$ cat src/vr_consts.svh
`ifndef VR_CONSTS_SVH
`define VR_CONSTS_SVH

`define VR_DATA_W	32
`define VR_ADDR_W	32
`define VR_DIM_W	12
`define VR_BURST_LEN	4
`define VR_NUM_LINES	2
`define VR_LINE_WORDS	1024
`define VR_LINE_AW	($clog2(`VR_LINE_WORDS))
`define VR_SEL_W	($clog2(`VR_NUM_LINES))

// apb register map, byte offsets.
`define VR_REG_CTRL	8'h00
`define VR_REG_STATUS	8'h04
`define VR_REG_IMG_W	8'h08
`define VR_REG_IMG_H	8'h0C
`define VR_REG_WIN_L	8'h10
`define VR_REG_WIN_T	8'h14
`define VR_REG_WIN_W	8'h18
`define VR_REG_WIN_H	8'h1C
`define VR_REG_DST_W	8'h20
`define VR_REG_DST_H	8'h24
`define VR_REG_FRAME_ADDR	8'h28

`endif
$ cat src/vr_pkg.sv
`include "vr_consts.svh"

package vr_pkg;

	typedef logic [7:0] pixel_t;
	typedef logic [`VR_DATA_W-1:0] word_t;	// pixel 0 in the low byte.
	typedef logic [`VR_DIM_W-1:0] dim_t;

	typedef struct packed {
		dim_t img_width;
		dim_t img_height;
		dim_t win_left;
		dim_t win_top;
		dim_t win_width;
		dim_t win_height;
		dim_t dst_width;
		dim_t dst_height;
		logic [`VR_ADDR_W-1:0] frame_addr;
	} vr_cfg_t;

	typedef enum logic [1:0] {F_IDLE, F_ADDR, F_DATA, F_WAIT_BUF} fetch_state_t;
	typedef enum logic [1:0] {S_IDLE, S_WAIT_ROW, S_EMIT} scale_state_t;

	// both engines walk the line buffers in the same order.
	function automatic logic [`VR_SEL_W-1:0] next_line(input logic [`VR_SEL_W-1:0] idx);
		return (idx == `VR_SEL_W'(`VR_NUM_LINES - 1)) ? '0 : idx + 1'b1;
	endfunction

endpackage

$ cat src/vr_apb_regs.sv
`include "vr_consts.svh"
`timescale 1ns/1ps

module vr_apb_regs import vr_pkg::*; (
	input  logic clk,
	input  logic resetn,
	input  logic [`VR_ADDR_W-1:0] paddr,
	input  logic psel,
	input  logic penable,
	input  logic pwrite,
	input  logic [`VR_DATA_W-1:0] pwdata,
	input  logic busy_fetch,
	input  logic busy_scale,
	output logic [`VR_DATA_W-1:0] prdata,
	output logic pready,
	output vr_cfg_t cfg,
	output logic start
);
	logic [7:0] reg_addr;
	logic wr_acc;
	logic busy;

	assign reg_addr = paddr[7:0];
	assign wr_acc = psel && penable && pwrite;
	assign busy = busy_fetch || busy_scale;
	assign pready = 1'b1;
	assign start = wr_acc && (reg_addr == `VR_REG_CTRL) && pwdata[0] && !busy;

	always_ff @(posedge clk) begin
		if (!resetn) begin
			cfg <= '0;
		end else if (wr_acc) begin
			case (reg_addr)
				`VR_REG_IMG_W: cfg.img_width <= pwdata[`VR_DIM_W-1:0];
				`VR_REG_IMG_H: cfg.img_height <= pwdata[`VR_DIM_W-1:0];
				`VR_REG_WIN_L: cfg.win_left <= pwdata[`VR_DIM_W-1:0];
				`VR_REG_WIN_T: cfg.win_top <= pwdata[`VR_DIM_W-1:0];
				`VR_REG_WIN_W: cfg.win_width <= pwdata[`VR_DIM_W-1:0];
				`VR_REG_WIN_H: cfg.win_height <= pwdata[`VR_DIM_W-1:0];
				`VR_REG_DST_W: cfg.dst_width <= pwdata[`VR_DIM_W-1:0];
				`VR_REG_DST_H: cfg.dst_height <= pwdata[`VR_DIM_W-1:0];
				`VR_REG_FRAME_ADDR: cfg.frame_addr <= pwdata;
				default: ;
			endcase
		end
	end

	always_comb begin
		prdata = '0;
		if (psel) begin
			case (reg_addr)
				`VR_REG_STATUS: prdata[0] = busy;
				`VR_REG_IMG_W: prdata = `VR_DATA_W'(cfg.img_width);
				`VR_REG_IMG_H: prdata = `VR_DATA_W'(cfg.img_height);
				`VR_REG_WIN_L: prdata = `VR_DATA_W'(cfg.win_left);
				`VR_REG_WIN_T: prdata = `VR_DATA_W'(cfg.win_top);
				`VR_REG_WIN_W: prdata = `VR_DATA_W'(cfg.win_width);
				`VR_REG_WIN_H: prdata = `VR_DATA_W'(cfg.win_height);
				`VR_REG_DST_W: prdata = `VR_DATA_W'(cfg.dst_width);
				`VR_REG_DST_H: prdata = `VR_DATA_W'(cfg.dst_height);
				`VR_REG_FRAME_ADDR: prdata = cfg.frame_addr;
				default: prdata = '0;	// ctrl reads as zero.
			endcase
		end
	end

	// both engines pick up a start.
	a_start_idle: assert property (@(posedge clk) disable iff (!resetn)
		start |=> (busy_fetch && busy_scale));

endmodule

$ cat config.mk
export PLATFORM = sky130hd
export DESIGN_NAME = vr_apb_regs
export DESIGN_NICKNAME = d
export VERILOG_FILES = /design/src/vr_pkg.sv /design/src/vr_apb_regs.sv
export VERILOG_INCLUDE_DIRS = /design/src
export SDC_FILE = /design/constraint.sdc
export NUM_CORES = 1
export LEC_CHECK = 0
export BUFFER_PORTS_ARGS = -buffer_cell sky130_fd_sc_hd__buf_2
export CAP_MARGIN = 20
export CORE_MARGIN = 2
export CORE_UTILIZATION = 45
export DETAILED_ROUTE_END_ITERATION = 6
export GPL_TIMING_DRIVEN = 0
export HOLD_SLACK_MARGIN = 0.12
export PLACE_DENSITY = 0.72
export SLEW_MARGIN = 20
export SYNTH_ARGS = -nofsm -noshare
export SYNTH_HDL_FRONTEND = slang
export SYNTH_SLANG_ARGS = --single-unit
export TNS_END_PERCENT = 100
$ cat constraint.sdc
create_clock -name clk -period 1.7 [get_ports clk]
set_clock_uncertainty 0.2 [all_clocks]
set_input_delay 0.17 -clock clk [delete_from_list [all_inputs] [get_ports clk]]
set_output_delay 0.17 -clock clk [all_outputs]
set_load 0.02 [all_outputs]
==> impl_metrics.env <==
export IMPL_grt_pass1_wl_mm=37.83
export IMPL_avgSynthCellArea_um2=8.876
export IMPL_placed_area_um2=7908
export IMPL_seq_area_frac_synth_pct=39.17
export IMPL_p_leak_nw=4.255
export IMPL_syn_nets=808
export IMPL_fin_crit_ns=2.209
export IMPL_grt_pass1_vias=6616
export IMPL_final_cell_mix="nand2_1 (162), buf_2 (158), dfxtp_1 (107)"
export IMPL_tightest_slew_ns=0.7366
export IMPL_wl_met3_mm=2.660
export IMPL_ys_seq_elements=128
export IMPL_synth_edf_count=0
export IMPL_rows=44
export IMPL_slew_violations=0
export IMPL_holdCritStartpoint="paddr[2]"
export IMPL_place_congestion=0.9787
export IMPL_r2r_cells=3
export IMPL_clk_pin_slew_worst_paths_ns=0.06
export IMPL_biggestRegsByFlops="cfg: 128 flops"
export IMPL_finalHoldViolCount=0
export IMPL_critPathKind="reg2out"
export IMPL_drive_gt1_share_pct=49.09
export IMPL_rsz0062_at_grt="yes"
export IMPL_power_frac_clock_pct=49.9
export IMPL_switching_power_mw=1.648
export IMPL_max_stage_delay_ns=0.38
export IMPL_h_tree_depth=4
export IMPL_cp_required_ns=1.33
export IMPL_drtPass1Iterations=6
export IMPL_p_comb_share_pct=8.6
export IMPL_crit_slowest_cell="a221oi_2"
export IMPL_max_cap_violations=0
export IMPL_critical_path_arrival_ns=1.84
export IMPL_top_register="cfg"
export IMPL_async_reset_ff_share_pct=0
export IMPL_min_to="cfg[55]"
export IMPL_swShare_pct=22.76
export IMPL_clockBufferDepth=2
export IMPL_fin_util_pct=70.11
export IMPL_final_setup_tns_ns=-11.00
export IMPL_hold_depth=5
export IMPL_drt_initial_drc_count=721
export IMPL_diodes=0
export IMPL_cts_tree="built"
export IMPL_ys_types=51
export IMPL_fp_coreArea_um2=14370
export IMPL_setup_violations=43
export IMPL_port_buffers=191
export IMPL_top_layer_used="met5"
export IMPL_synth_area_um2=6541
export IMPL_antenna_found_initial=1
export IMPL_dp_hpwl_mm=16.83
export IMPL_r2r_slack_ns=0.73
export IMPL_stdcell_count=1231
export IMPL_synth_warnings=0
export IMPL_wl_per_cell_um=21.25
export IMPL_num_io_pins=233
export IMPL_total_power_mw=7.242
export IMPL_ir_drop_v=0.0005855
export IMPL_path_buf_inv=1
export IMPL_die_area_um2=15520
export IMPL_place_ws_ns=-0.7718
export IMPL_nets=1106
export IMPL_p_per_area_nw_per_um2=718.9
export IMPL_synth_cells=737
export IMPL_seqPwrFrac_pct=41.4
export IMPL_clk_latency_ns=0.42
export IMPL_drc_errors=0
export IMPL_dp_cells=1112
export IMPL_cts_inserted_buffers=17
export IMPL_fp_dieH_um=124.6
export IMPL_cp_max_fo=3
export IMPL_whs_ns=0.1347
export IMPL_timing_final_crit_share_pct=129.9
export IMPL_fp_dieW_um=124.6
export IMPL_crit_path_cell_trace="mux2_4, nand3_2, o21ai_2, a221oi_2, a21oi_2, buf_6"
export IMPL_crit_path_start_kind="register"
export IMPL_relSlewSlack_pct=50.89
export IMPL_internal_power_mw=5.594
export IMPL_syn_to_final_growth_pct=54.00
export IMPL_start_util_pct=45.52
export IMPL_largest_reg_flops=128
export IMPL_viasPerCell=5.726
export IMPL_wl_met2_mm=12.09
export IMPL_path_delay_family="compound AO/OA/AOI/OAI gates"
export IMPL_clock_sinks=128
export IMPL_grt_max_degree=17
export IMPL_violations="negative setup slack"
export IMPL_hold_class="in2reg"
export IMPL_final_common_cell="nand2_1"
export IMPL_overflow=0
export IMPL_drt_antenna_violating_nets=0
export IMPL_grt_total_usage_pct=31.67
export IMPL_wl_met1_mm=10.36
export IMPL_r2r_end="cfg[120]"
export IMPL_wl_mm=26.16
export IMPL_r2r_start="cfg[120]"
export IMPL_status="complete, but fails checks"
export IMPL_endpoint_kind="output pin"
export IMPL_synth_ff_type="dfxtp_1"
export IMPL_stdcell_area_um2=10070
export IMPL_maxClockFrequency_mhz=452.8
export IMPL_cts_root_buf="clkbuf_16"
export IMPL_setup_ws_ns=-0.5086
export IMPL_vias=7049
kinds of logic after synthesis:
group,share of synthesized area (%)
other cells,0.05733
simple gates,25.52
compound gates,18.88
mux,9.832
flops,39.17
buf+inv,6.542
Yosys cell counts (all sizes together) (3+ instances only):
cell type | count | area [µm²]
a21boi | 92 | 803.3
a21oi | 9 | 45.04
a221oi | 4 | 35.03
a22o | 6 | 52.55
a22oi | 11 | 82.58
a32oi | 4 | 35.03
and2 | 24 | 150.1
and3 | 4 | 25.02
buf | 42 | 330.3
clkbuf | 26 | 97.59
dfxtp | 128 | 2562
mux2 | 10 | 112.6
mux2i | 53 | 530.5
nand2 | 197 | 817.0
nand3 | 27 | 140.1
nand3b | 3 | 22.52
nand4 | 3 | 18.77
nor2 | 7 | 45.05
nor2b | 40 | 255.3
nor3 | 8 | 60.06
nor4b | 3 | 62.56
o21ai | 11 | 55.05
o22ai | 7 | 43.79
how the worst max path moves through the flow:
stage                         from        end  slack (ns)  cells after the start
after global placement    paddr[2]  prdata[5]       -0.77                      8
after CTS                 cfg[105]  prdata[1]       -0.44                      6
final                     cfg[105]  prdata[1]       -0.51                      6
after detailed placement  paddr[1]  prdata[9]       -0.77                      8
after global routing      cfg[105]  prdata[1]       -0.51                      6
after floorplan           paddr[0]  prdata[2]       -0.26                      8
layout make-up:
class                   count  area, µm²
plain buffers              64      564.3
clock buffers              26      499.2
clock inverters             5      77.57
fillers                  1037       4295
multi-input cells         541       4038
flip-flops and latches    128       2591
well taps                 184      230.2
repair buffers            283       2073
layer usage:
layer	vias up	GRT usage (%)
met4	2	14.21
li1	3121	-
met3	87	7.388
met2	468	50.53
met5	-	0
met1	3371	40.85
power groups by stage:
| stage | clock (mW) | combinational, mW | sequential, mW |
|---|---|---|---|
| after floorplan | 0 | 0.242 | 3.07 |
| after global placement | 0 | 0.410 | 3.07 |
| after detailed placement | 0 | 0.410 | 3.07 |
| after CTS | 3.61 | 0.563 | 3.00 |
| after global routing | 3.74 | 0.642 | 3.00 |
| final | 3.62 | 0.625 | 3.00 |
timing repair:
| action | in CTS | in global routing |
|---|---|---|
| gates resized for setup | 181 | 57 |
| pin swaps | 47 | 31 |
| cloned | 3 | 4 |
| setup buffers | 38 | 14 |
| hold buffers | 34 | 0 |
| hold endpoints to repair | 128 | 0 |
| endpoints found under the setup margin | 74 | 124 |
worst min-delay path: stages:
cell and delay [ns]:
buf_6 0.15, or2_4 0.20, nor3_4 0.06, nand2_1 0.06, a21boi_0 0.06
Note: power is estimated with default switching activity, not from simulation.
